==> src/source/core_cfg_pkg.sv <==
package core_cfg_pkg;

	// integer datapath width
	localparam int XLEN = 64;

	// register index and instruction widths
	localparam int REG_ADDR_W = 5;
	localparam int INST_W = 32;

	// retirement statistics
	localparam int CNT_W = 16;

	// one mask bit per byte lane of the store bus
	localparam int STRB_W = XLEN / 8;

endpackage

==> src/source/rv_isa_pkg.sv <==
package rv_isa_pkg;

	// major opcodes handled by the slice
	localparam logic [6:0] OPC_OP_IMM = 7'b0010011;
	localparam logic [6:0] OPC_STORE = 7'b0100011;

	// funct3 codes of the OP-IMM group
	localparam logic [2:0] F3_ADD = 3'b000;
	localparam logic [2:0] F3_SLL = 3'b001;
	localparam logic [2:0] F3_SLT = 3'b010;
	localparam logic [2:0] F3_SLTU = 3'b011;
	localparam logic [2:0] F3_XOR = 3'b100;
	localparam logic [2:0] F3_SR = 3'b101;
	localparam logic [2:0] F3_OR = 3'b110;
	localparam logic [2:0] F3_AND = 3'b111;

	// store access size follows funct3[1:0] of SB/SH/SW/SD
	localparam logic [2:0] XRS_RWE_S8 = 3'b000;
	localparam logic [2:0] XRS_RWE_S16 = 3'b001;
	localparam logic [2:0] XRS_RWE_S32 = 3'b010;
	localparam logic [2:0] XRS_RWE_S64 = 3'b011;

	// addi x0, x0, 0
	localparam logic [core_cfg_pkg::INST_W-1:0] INST_NOP = 32'h0000_0013;

	// one instruction word seen as I-type or as S-type
	typedef union packed {
		struct packed {
			logic [11:0] imm;
			logic [4:0] rs1;
			logic [2:0] funct3;
			logic [4:0] rd;
			logic [6:0] opcode;
		} i_view;
		struct packed {
			logic [6:0] imm_hi;
			logic [4:0] rs2;
			logic [4:0] rs1;
			logic [2:0] funct3;
			logic [4:0] imm_lo;
			logic [6:0] opcode;
		} s_view;
	} rv_inst_u;

endpackage

==> src/source/store_unit.sv <==
`timescale 1ns/1ns

module store_unit (
	input  logic clk_i,
	input  logic reset_i,
	input  logic valid_i,
	input  logic [core_cfg_pkg::XLEN-1:0] q_i,
	input  logic [core_cfg_pkg::REG_ADDR_W-1:0] rd_i,
	input  logic wb_i,
	input  logic store_i,
	input  logic [core_cfg_pkg::XLEN-1:0] dat_i,
	input  logic [2:0] xrs_rwe_i,
	input  logic illegal_i,
	output logic wb_valid_o,
	output logic [core_cfg_pkg::REG_ADDR_W-1:0] wb_rd_o,
	output logic [core_cfg_pkg::XLEN-1:0] wb_data_o,
	output logic store_valid_o,
	output logic [core_cfg_pkg::XLEN-1:0] store_addr_o,
	output logic [core_cfg_pkg::XLEN-1:0] store_data_o,
	output logic [core_cfg_pkg::STRB_W-1:0] store_strb_o,
	output logic illegal_o
);
	logic [2:0] lane;
	logic [core_cfg_pkg::STRB_W-1:0] size_mask;
	logic [core_cfg_pkg::XLEN-1:0] q_r;
	logic [core_cfg_pkg::REG_ADDR_W-1:0] rd_r;

	// low address bits pick the starting byte lane
	assign lane = q_i[2:0];

	always_comb begin
		case (xrs_rwe_i)
			rv_isa_pkg::XRS_RWE_S8: size_mask = 8'h01;
			rv_isa_pkg::XRS_RWE_S16: size_mask = 8'h03;
			rv_isa_pkg::XRS_RWE_S32: size_mask = 8'h0f;
			default: size_mask = 8'hff;
		endcase
	end

	always_ff @(posedge clk_i) begin
		if (reset_i) begin
			wb_valid_o <= 1'b0;
			store_valid_o <= 1'b0;
			illegal_o <= 1'b0;
		end else begin
			wb_valid_o <= valid_i & wb_i;
			store_valid_o <= valid_i & store_i;
			illegal_o <= valid_i & illegal_i;
		end
		q_r <= q_i;
		rd_r <= rd_i;
		store_data_o <= dat_i << {lane, 3'b000};
		store_strb_o <= size_mask << lane;
	end

	// the sum is the store address or the ALU result
	assign store_addr_o = q_r;
	assign wb_data_o = q_r;
	// also the MEM forwarding tag
	assign wb_rd_o = wb_valid_o ? rd_r : '0;

endmodule

==> config.mk <==
export PLATFORM = sky130hd
export DESIGN_NAME = store_unit
export DESIGN_NICKNAME = d
export VERILOG_FILES = /design/src/source/core_cfg_pkg.sv /design/src/source/rv_isa_pkg.sv /design/src/source/store_unit.sv
export SDC_FILE = /design/constraint.sdc
export NUM_CORES = 1
export LEC_CHECK = 0
export BUFFER_PORTS_ARGS = -buffer_cell sky130_fd_sc_hd__buf_2
export CAP_MARGIN = 20
export CORE_AREA = 2 2 136 138
export CTS_CLUSTER_SIZE = 25
export DETAILED_ROUTE_END_ITERATION = 12
export DIE_AREA = 0 0 138 140
export PLACE_DENSITY = 0.66
export RECOVER_POWER = 25
export SLEW_MARGIN = 20
export SYNTH_ARGS = -nofsm -noshare
export SYNTH_HDL_FRONTEND = slang
export SYNTH_SLANG_ARGS = --single-unit
==> constraint.sdc <==
create_clock -name clk_i -period 2 [get_ports clk_i]
set_input_delay 0.4 -clock clk_i [delete_from_list [all_inputs] [get_ports clk_i]]
set_output_delay 0.4 -clock clk_i [all_outputs]
set_load 0.1 [all_outputs]
**Word-level counts from Yosys, hierarchy flattened**

Index checks and enable logic that the tools add are counted.
Widths: inputs -> output; s select.

- Logic and storage cells: 17
- Input bits: 142
- Bits in registers: 144

- Equality and inequality tests: 2
- Mux-type cells: 2
- Bitwise gates (word level): 3
- Shift operators: 2
- Reduce and logical (&&, ||, !) cells: 1

Operator list:

| kind | count |
|---|---|
| $shl 64x6->64 | 1 |
| $pmux 8 s3 | 1 |
| $shl 8x3->8 | 1 |
| $mux 5 | 1 |
| $and 1x1->1 | 3 |
| $eq 3x1->1 const B | 1 |
| $eq 3x2->1 const B | 1 |
| $logic_not 3->1 | 1 |

**Logic depth before layout (Yosys ltp)**

Gate-level depths: netlist of the first run.

- Depth in word-level cells: 3
- Gate-level depth with buffers: 6

**Worst setup path before layout of the first run**

No wires, ideal clock.

- Path kind: reg2out
- Start point: reg wb_valid_o
- End point: out wb_rd_o[0] (netlist name)
- Path slack: -0.237 ns
- Arrival time: 1.837 ns
- Data required time: 1.600 ns
- Buffers on the path: 0
- Cell stages (with the launch flop): 2
- Path through: dfxtp_1 and2_1

- Longest elaborated chain between the ends: 1

RTL lines:

| what | line | text |
|---|---|---|
| start: declaration | store_unit.sv:14 | `output logic wb_valid_o,` |
| start signal: assignment | store_unit.sv:46 | `wb_valid_o <= valid_i & wb_i;` |
| $mux 5 | store_unit.sv:60 | `assign wb_rd_o = wb_valid_o ? rd_r : '0;` |
| end: declaration | store_unit.sv:15 | `output logic [core_cfg_pkg::REG_ADDR_W-1:0] wb_rd_o,` |

No other way between the ends.

**Worst setup path after layout of the first run**

- Start point: reg wb_valid_o
- End point: out wb_rd_o[1] (netlist name)

The elaborated chain is that of the path after synthesis.

==> key figures, run 1 <==
Outcome
  – Status: complete, no violations

Global route
  – Initial antenna violation count: 0
  – Grt ovf: 0
  – Largest net degree at the start of global routing: 35
  – Number of global-route vias before repair: 4484
  – Gr usage total: between 10% and 20%
  – Global-route wire length before repair: around 27000 um

Synthesis
  – Mapped cell area: ~5500 um2
  – Largest family of logic cells by synthesized area: multiplexers
  – Syn Inst Count: 482
  – Synth Area in Simple Gates: 7.661%
  – Seq/Total Area, Yosys: between 50% and 60%
  – Yosys cell types: 35
  – Post-synthesis mux area share: around 15%
  – Synth Area in XOR/XNOR: 0%
  – Post-Syn Nets: about 620
  – Mapped Avg Cell Area: 11.42 um2
  – Seq cells post-synth: ~140
  – Compound-gate portion of the synthesized area: between 10% and 20%
  – Post-Synth Adder-Cell Area: 0%
  – Synth warnings: 0

Die
  – Initial Util: a little under a third
  – I/O pin cnt: 350
  – Die width: between 100 and 150 um
  – Total die area: 19320 um2
  – Die height: around 140 um
  – Core box area: 17780 um2
  – Row Count: 49

Clocking
  – CTS H-Tree Depth: 4
  – CTS tree: yes
  – Num CTS Buffers: 17
  – Clock transition at path regs: around 0.070 ns
  – Setup bufs post-CTS: 0
  – Sink Count: roughly 140
  – Clock Path Buffers: 2
  – Root cell of the clock tree: clkbuf_16
  – CTS Hold Buffers Added: 0
  – Post-CTS Resized: 0

Detailed routing
  – Drt wl/cell: approximately 18 um
  – Iter 0 DRT Violations: 132
  – Total wire length: approximately 18000 um
  – Pre-antenna DRT Iters: 4
  – Vias/cell: 4.569
  – Via count: 4647
  – Post-DRT Antenna Nets: 0
  – DRC viols: 0

STA
  – Final Cycle Share: roughly 90%
  – Unrepaired setup endpoints after global routing: false
  – Final Hold Viols: 0
  – Total negative slack: 0 ns
  – Slew @ Worst Pin: 1.263 ns
  – Max Slew Vio Count: 0
  – Worst Hold Slack: 0.08114 ns
  – Min Tclk post-route: approximately 1.8 ns
  – Relative slew slack: between 10% and 20%
  – Final Setup Violations: 0
  – Worst setup margin: around 0.21 ns
  – Achievable clock frequency: between 0.5 and 0.6 GHz

Setup path
  – Setup CP Type: reg2out
  – Critical path data arrival time: roughly 1.4 ns
  – Startpoint Class: flop
  – Critical path peak fanout: 6
  – CP required: 1.60 ns
  – CP endpoint kind: output pin

Cells and area
  – Multi-input logic area: around 1900 um2
  – Fill count: 1771
  – Share of cells above drive strength 1: 53.81%
  – Fin area: 7584 um2
  – ANT cells: 0
  – Post-layout nets: around 900
  – FF/Latch Area: 2883 um2
  – Area Growth Syn to Fin: 37.78%
  – Fin util: a little over two fifths
  – Final std cells w/o fill: slightly above 1000

Min path
  – Worst min path class: in2reg

Placement
  – HPWL after DPL: around 14000 um
  – Post-placement cell count: 985
  – Worst slack, placed: about 0.27 ns
  – Port bufs: about 350
  – GP Congestion: ~0.82
  – Area post-placement: roughly 7000 um2

Job
  – Max-cap violations: 0

Pwr
  – Max VDD drop: just under 600 uV
  – Total power draw: between 8 and 9 mW
  – Leak: approximately 3.7 nW
  – PwrDens: ~1200 nW/um2
[cell type report]
cell class	instances	area share, %
multi-input combinational	239	25.21
clock inverter	14	1.617
timing repair buffer	372	25.54
sequential	144	38.01
inverter	1	0.04950
tap	229	3.778
clock buffer	18	5.791
[power by group]
group          total (mW)  leakage [nW]  internal, mW  switching, mW
registers            3.14          1.21          3.07         0.0739
clock network        3.01         0.265          1.66           1.35
logic                2.83          2.28         0.485           2.34
total                8.98          3.75          5.21           3.76
[sequential cells by signal, summed over array words and instances, names as in the netlist]
signal,flops
illegal_o,1
rd_r,5
store_addr_o,64
store_data_o,64
store_strb_o,8
store_valid_o,1
wb_valid_o,1
[Yosys cell counts]
cell,count,area share [%]
a2111oi_0,2,0.32
a211oi_1,9,1.2
a21o_1,1,0.14
a21oi_1,3,0.27
a221oi_1,9,1.4
a22o_1,1,0.16
a22oi_1,8,1.1
a2bb2oi_1,1,0.16
and2_1,20,2.3
buf_2,13,1.2
buf_4,69,9.4
buf_6,7,1.4
buf_8,1,0.27
clkbuf_1,8,0.55
dfxtp_1,144,52
inv_2,1,0.068
mux2_2,8,1.6
mux2i_1,56,10
mux4_2,8,3.3
nand2_1,9,0.61
nand2b_1,2,0.23
nand3b_1,8,1.1
nor2_1,20,1.4
nor2_2,1,0.11
nor2b_1,14,1.6
nor3_1,1,0.091
nor3_2,1,0.18
o21a_1,10,1.4
o21ai_0,27,2.5
o21bai_1,1,0.14
o221ai_1,5,0.80
o221ai_2,3,0.82
o22a_1,9,1.4
o2bb2ai_1,1,0.16
or2_1,1,0.11
[final timing paths]
check / from / to / cells after the start
worst min-delay path: q_i[48] / store_addr_o[48]$_DFF_P_ / 1
worst max-delay path: wb_valid_o$_SDFF_PP0_ / wb_rd_o[1] / 2
[per-layer routing]
layer / vias to the layer above / track usage [%] / routed length (um)
met4: 0 / 5.209 / 280
li1: 2220 / - / -
met5: - / 0 / 0
met3: 26 / 5.504 / 1187
met1: 2191 / 22.35 / 7650
met2: 210 / 30.35 / 9070
[worst max-delay path, stage by stage (launching register included)]
cell and delay (ns):
dfxtp_1 0.39, and2_2 0.16, buf_2 0.42
[cell families after synthesis]
kind of cell | count (synthesis)
simple gates | 77
compound gates | 90
flops | 144
mux | 72
buf+inv | 99
[cells in the final DEF, fill, tap and decap left out, types with 6 or more instances in the layout]
master	count
a211oi_1	9
mux4_2	8
a22oi_1	8
a221oi_1	9
mux2i_1	56
buf_4	15
inv_6	6
buf_2	346
nor2_1	20
clkbuf_1	6
mux2_2	8
nand3b_1	8
nand2_1	9
nor2b_1	14
o21a_1	10
clkbuf_16	17
dfxtp_1	144
o22a_1	9
and2_1	10
o21ai_0	27
Note: power is estimated with default switching activity, not from simulation.
==> run 2: changes to the inputs <==
- CTS_BUF_LIST: default -> sky130_fd_sc_hd__clkbuf_4
- clock period: 2 -> 1.9 ns (I/O delays scaled with it)
==> run 2 against run 1 <==
Effect of this change: clock power down 32%; setup slack worse by 0.11 ns; sequential power grew 5%; die area unchanged; critical path type unchanged; critical endpoint is now store_addr_o[10].
==> key figures, run 2 (same netlist as run 1, synthesis figures left out) <==
Die
  – Core box area: 17780 um2 (unchanged)
  – Row Count: 49 (unchanged)
  – I/O pin cnt: 350 (unchanged)
  – Initial Util: 30.96% (unchanged)
  – Die height: 140 um (unchanged)
  – Total die area: 19320 um2 (unchanged)
  – Die width: 138 um (unchanged)

STA
  – Achievable clock frequency: between 0.5 and 0.6 GHz
  – Final Hold Viols: 0 (unchanged)
  – Min Tclk post-route: between 1.5 and 2 ns
  – Relative slew slack: 13.89% (-1.9 points)
  – Total negative slack: 0 ns (unchanged)
  – Final Cycle Share: between 90% and 100%
  – Max Slew Vio Count: 0 (unchanged)
  – Slew @ Worst Pin: 1.292 ns (+0.02894 ns)
  – Unrepaired setup endpoints after global routing: false
  – Final Setup Violations: 0 (unchanged)

Setup path
  – Critical path data arrival time: 1.42 ns (+0.03 ns)
  – CP endpoint: store_addr_o[10]
  – CP Cell Sequence: buf_2
  – Critical path origin: store_addr_o[10]$_DFF_P_
  – Setup CP Type: reg2out
  – CP endpoint kind: output pin
  – Critical path peak fanout: 2 (-4)
  – Worst path bufs/invs: 1 (unchanged)
  – Max incr delay on CP: 0.46 ns (+0.04 ns)
  – Top delay family on crit path: buffers and inverters
  – CP max stage cell: buf_2
  – CP required: 1.52 ns (-0.08 ns)
  – Startpoint Class: flop
  – Cell depth of the worst setup path: 1 (-1)

Clocking
  – Clock transition at path regs: 0.13 ns (+0.06 ns)
  – Root cell of the clock tree: clkbuf_4
  – CTS H-Tree Depth: 4 (unchanged)
  – Clock Path Buffers: 2 (unchanged)
  – CTS tree: yes
  – Num CTS Buffers: 17 (unchanged)
  – Setup bufs post-CTS: 0 (unchanged)
  – Sink Count: 144 (unchanged)

Global route
  – Largest net degree at the start of global routing: 39 (+11%)
  – Gr usage total: 19.43% (+1.4 points)
  – Number of global-route vias before repair: 4998 (+11%)
  – Grt ovf: 0 (unchanged)
  – Global-route wire length before repair: 29140 um (+9.9%)
  – Initial antenna violation count: 0 (unchanged)

Pwr
  – Clock power frac: 24.3% (-9.2 points)
  – Seq pwr share: 39.1% (+4.1 points)
  – Cell internal pwr: 4.732 mW (-9.2%)
  – PwrDens: 1057 nW/um2 (-11%)
  – Net Switching: 3.728 mW (-0.89%)
  – Switching share of power: 44.07% (+2.2 points)
  – Max VDD drop: 619.8 uV (+5.0%)
  – Leak: 3.912 nW (+4.3%)
  – Comb pwr share: 36.6% (+5.1 points)

Cells and area
  – Area Growth Syn to Fin: 45.46%
  – Fill count: 1707 (-3.6%)
  – Final std cells w/o fill: 1086 (+6.8%)
  – Commonest cells after routing, fill and taps aside: buf_2 (337), dfxtp_1 (143), dlygate4sd3_1 (69)
  – Post-layout nets: 987 (+7.6%)
  – Share of cells above drive strength 1: 48.66% (-5.1 points)
  – Commonest non-fill, non-tap cell in the layout: buf_2
  – ANT cells: 0 (unchanged)

Detailed routing
  – Post-DRT Antenna Nets: 0 (unchanged)
  – Via count: 4937 (+6.2%)
  – Total wire length: 19480 um (+7.1%)
  – DRC viols: 0 (unchanged)
  – Iter 0 DRT Violations: 195 (+48%)
  – Drt wl/cell: 17.93 um (+0.27%)
  – Pre-antenna DRT Iters: 4 (unchanged)
  – Vias/cell: 4.546 (-0.51%)

Placement
  – Port bufs: 349 (unchanged)
  – HPWL after DPL: 14350 um (-0.19%)
  – Post-placement cell count: 986 (+0.10%)
  – GP Congestion: 0.8329 (+2.2%)

Job
  – Max-cap violations: 0 (unchanged)

Outcome
  – Status: complete, no violations

Min path
  – Worst min path class: in2reg
-- run 2: cell count changes in the layout (fill, tap and decap cells not counted), sizes merged --
cell and change:
clkinvlp -2, buf -7, dlygate4sd3 +69, clkbuf +7
clkinv +5, bufinv +3, inv -6
-- run 2: area by class of cell --
cell class / count / area [um2] / share of cell area (%)
timing repair buffer: 442 / 2628 / 32.82
inverter: 1 / 3.754 / 0.04688
clock inverter: 14 / 165.2 / 2.063
sequential: 144 / 2884 / 36.02
multi-input combinational: 239 / 1912 / 23.88
tap: 229 / 286.5 / 3.579
clock buffer: 17 / 127.6 / 1.594
-- run 2: worst min path at each step --
stage                        start                         end  slack [ns]  depth (start not counted)
after global placement     q_i[28]    store_addr_o[28]$_DFF_P_        0.48                          1
final                     dat_i[5]  store_data_o[5]$_SDFF_PP0_        0.11                          2
after CTS                 dat_i[5]  store_data_o[5]$_SDFF_PP0_        0.06                          2
after detailed placement   q_i[14]    store_addr_o[14]$_DFF_P_        0.48                          1
after floorplan            rd_i[0]             rd_r[0]$_DFF_P_        0.41                          0
after global routing      dat_i[5]  store_data_o[5]$_SDFF_PP0_        0.05                          2
-- run 2: timing repair --
action / 4_1_cts / 5_1_grt
endpoints found under the setup margin: 5 / 0
hold endpoints to repair: 69 / 0
resized for setup: 5 / 0
hold buffers: 69 / 0
-- run 2: metal layers --
metal / part of all wire [%] / GRT usage, %
met5: 0 / 0
met1: 42 / 23.56
met4: 3.0 / 7.304
met3: 5.3 / 5.402
met2: 50 / 32.99
-- run 2: per-stage QoR --
stage	hold slack [ns]	area, um2	utilization, %	setup WS (ns)	power, mW
finish	0.1067	8006	45.03	0.1011	8.460
global route	0.05102	8006	45.03	0.01850	8.786
CTS	0.05695	8066	45.37	0.05113	8.563
detailed placement	0.4836	7071	39.77	0.1454	6.362
global placement	0.4825	7071	39.77	0.1927	6.355
floorplan	0.4077	5512	-	0.1638	5.862
-- run 2: power groups by stage --
stage	clock, mW	sequential (mW)	combinational (mW)
6_report	2.06	3.31	3.09
3_5_place_dp	0	3.37	2.99
5_1_grt	2.27	3.33	3.19
3_3_place_gp	0	3.38	2.98
2_1_floorplan	0	4.81	1.05
4_1_cts	2.15	3.31	3.11
==> run 3: changes to the inputs <==
- ABC_AREA: default -> 1
- CORE_AREA: 2 2 136 138 -> 2 2 135 137
- DIE_AREA: 0 0 138 140 -> 0 0 137 139
- PLACE_DENSITY: 0.66 -> 0.67
==> run 3 against run 2 <==
Effect of this change: synthesized area shrank 1.4%; die area down 1.4%; first-iteration DRC count is 73% higher; utilization fell by 0.28 points; count of clock-buffer cells in the layout did not move; combinational power down 2%; final area down 1.3%; cell count grew 17%; sequential power is essentially flat; via count rose by 16%; critical endpoint is now wb_data_o[31]; highest routed layer unchanged.
==> key figures, run 3 <==
Outcome
  – Status: complete, no violations

Clocking
  – Clock transition at path regs: 0.14 ns (about the same)
  – CTS H-Tree Depth: 4 (unchanged)
  – CTS tree: yes
  – Clock Path Buffers: 2 (unchanged)
  – Setup bufs post-CTS: 0 (unchanged)
  – Num CTS Buffers: 17 (unchanged)
  – Root cell of the clock tree: clkbuf_4
  – Sink Count: 144 (unchanged)

Detailed routing
  – Drt wl/cell: 16.49 um (-8.1%)
  – Pre-antenna DRT Iters: 5 (+1)
  – Iter 0 DRT Violations: 338 (+73%)
  – Post-DRT Antenna Nets: 0 (unchanged)
  – Via count: 5713 (+16%)
  – Vias/cell: 4.506 (-0.89%)
  – DRC viols: 0 (unchanged)
  – Total wire length: 20910 um (+7.4%)

Setup path
  – CP required: 1.52 ns (about the same)
  – Worst path bufs/invs: 1 (unchanged)
  – CP endpoint kind: output pin
  – Critical path data arrival time: 1.41 ns (about the same)
  – Setup CP Type: reg2out
  – CP Cell Sequence: buf_2
  – CP max stage cell: buf_2
  – Critical path peak fanout: 2 (unchanged)
  – Startpoint Class: flop
  – Max incr delay on CP: 0.46 ns (about the same)
  – Top delay family on crit path: buffers and inverters

Die
  – I/O pin cnt: 350 (unchanged)
  – Total die area: 19040 um2 (-1.4%)
  – Row Count: 49 (unchanged)
  – Die height: 139 um (-0.71%)
  – Initial Util: 30.73% (-0.22 points)
  – Die width: 137 um (-0.72%)
  – Core box area: 17660 um2 (-0.69%)

Pwr
  – Switching share of power: 45.23% (+1.2 points)
  – Total power draw: 8.214 mW (-2.9%)
  – Clock power frac: 22.8% (-1.5 points)
  – Max VDD drop: 678.9 uV (+9.5%)
  – Seq pwr share: 40.3% (+1.2 points)
  – Net Switching: 3.715 mW (-0.34%)
  – PwrDens: 1039 nW/um2 (-1.6%)
  – Cell internal pwr: 4.499 mW (-4.9%)
  – Comb pwr share: 36.9% (+0.3 points)
  – Leak: 4.228 nW (+8.1%)

Synthesis
  – Synth area leaders: dfxtp_1 (53%), nand2_1 (14%), nand3_1 (11%)
  – Syn Inst Count: 674 (+40%)
  – Ys flop type: dfxtp_1
  – Synth warnings: 0 (unchanged)
  – Seq cells post-synth: 144 (unchanged)
  – Yosys top cell by area: dfxtp_1
  – Yosys top cell area share: 53.12% (+0.75 points)
  – Yosys cell types: 19 (-46%)
  – Top cells by count, synth: nand2_1 (198), dfxtp_1 (144), nand3_1 (117)
  – Number of synthesized flops with an enable pin: 0 (unchanged)
  – Mapped Avg Cell Area: 8.051 um2 (-29%)
  – Synth async-reset ratio: 0% (unchanged)
  – Post-Syn Nets: 816 (+31%)
  – Most frequent cell after synthesis: nand2_1
  – Seq/Total Area, Yosys: 53.12% (+0.75 points)
  – Mapped cell area: 5426 um2 (-1.4%)

STA
  – Unrepaired setup endpoints after global routing: false
  – Relative slew slack: 23.03% (+9.1 points)
  – Final Setup Violations: 0 (unchanged)
  – Final Cycle Share: 94.12% (-0.55 points)
  – Total negative slack: 0 ns (unchanged)
  – Slew @ Worst Pin: 1.155 ns (-0.1371 ns)
  – Max Slew Vio Count: 0 (unchanged)
  – Achievable clock frequency: 0.5592 GHz (+0.59%)
  – Final Hold Viols: 0 (unchanged)
  – Min Tclk post-route: 1.788 ns (-0.01052 ns)

Global route
  – Initial antenna violation count: 5 (+5)
  – Largest net degree at the start of global routing: 52 (+33%)
  – Grt ovf: 0 (unchanged)
  – Number of global-route vias before repair: 5420 (+8.4%)
  – Gr usage total: 20.88% (+1.5 points)
  – Global-route wire length before repair: 30020 um (+3.0%)

Min path
  – Endpoint, Worst Hold: store_data_o[4]$_SDFF_PP0_
  – Worst min path class: in2reg
  – Min-delay src: dat_i[4]
  – Worst hold path depth: 3 (+1)

Placement
  – GP Congestion: 0.8897 (+6.8%)
  – HPWL after DPL: 15090 um (+5.2%)
  – Port bufs: 349 (unchanged)

Cells and area
  – Post-layout nets: 1166 (+18%)
  – Fill count: 1767 (+3.5%)
  – Share of cells above drive strength 1: 38.01% (-11 points)
  – Commonest non-fill, non-tap cell in the layout: buf_2
  – Commonest cells after routing, fill and taps aside: buf_2 (341), nand2_1 (198), dfxtp_1 (143)
  – Area Growth Syn to Fin: 45.63%

Job
  – Max-cap violations: 0 (unchanged)
## run 3: cell count changes after synthesis, moves of 9 or more
cell / previous run / this run
mux2i_1: 56 / 0
o21ai_0: 27 / 12
o22a_1: 9 / 0
a221oi_1: 9 / 0
nand2_1: 9 / 198
nor2b_1: 14 / 0
and2_1: 20 / 1
nand3_1: 0 / 117
o211ai_1: 0 / 16
o21a_1: 10 / 0
a211oi_1: 9 / 0
buf_2: 13 / 22
nor2_1: 20 / 37
inv_1: 0 / 26
## run 3: stage by stage
stage	hold slack [ns]	setup WS (ns)	std cells	util [%]	cell area (um2)
finish	0.08146	0.1116	1268	44.76	7903
floorplan	0.4077	0.1429	674	-	5428
global placement	0.4828	0.4618	1162	39.20	6922
detailed placement	0.4836	0.4434	1162	39.20	6922
CTS	0.005060	0.0004083	1263	44.76	7903
global route	0.05171	0.03891	1267	44.74	7900
## run 3: worst max path at each step
stage	start	to	slack [ns]	cells after the start
6_report	store_addr_o[31]$_DFF_P_	wb_data_o[31]	0.11	1
5_1_grt	store_addr_o[19]$_DFF_P_	wb_data_o[19]	0.04	1
4_1_cts	wb_valid_o$_SDFF_PP0_	wb_rd_o[1]	0.0004	3
3_5_place_dp	q_i[2]	store_data_o[0]$_SDFF_PP0_	0.44	5
3_3_place_gp	q_i[1]	store_data_o[54]$_DFF_P_	0.46	5
2_1_floorplan	wb_valid_o$_SDFF_PP0_	wb_rd_o[0]	0.14	2
## run 3: area by class of cell
cell class	instances	area, um2	area share, %
Sequential cell	144	2884	36.49
Timing Repair Buffer	431	2605	32.96
Multi-Input combinational cell	399	1748	22.12
Tap cell	229	286.5	3.626
Clock buffer	17	127.6	1.615
Clock inverter	12	122.6	1.552
Inverter	31	116.4	1.472
Antenna cell	5	12.51	0.1583
## run 3: kinds of logic (layout without fill, tap and decap cells)
group                  Yosys count  count (layout)  synth area share, %
other                            0               5                    0
AO/OA/AOI/OAI                   40              40                4.427
AND/OR/NAND/NOR                359             359                27.83
buffers and inverters          131             491                14.62
flip-flops                     144             144                53.12
## run 3: power by group through the flow
stage | Combinational (mW) | Sequential (mW) | Clock, mW
after CTS | 3.03 | 3.31 | 1.96
after floorplan | 1.03 | 4.77 | 0
after global routing | 3.14 | 3.33 | 2.05
after detailed placement | 2.91 | 3.37 | 0
final | 3.03 | 3.31 | 1.87
after global placement | 2.90 | 3.38 | 0
## run 3: repair_timing
item | CTS | global route
gates resized for setup | 4 | 1
pin swaps | 0 | 0
hold endpoints to repair | 69 | 0
endpoints found under the setup margin | 4 | 1
hold buffers | 72 | 0
## run 3: per-layer routing
metal | vias up | track usage (%) | routed length, um
met2 | 295 | 36.55 | 10520
met4 | 0 | 9.387 | 541
li1 | 2796 | - | -
met3 | 32 | 6.433 | 1751
met5 | - | 0 | 0
met1 | 2590 | 22.86 | 8094
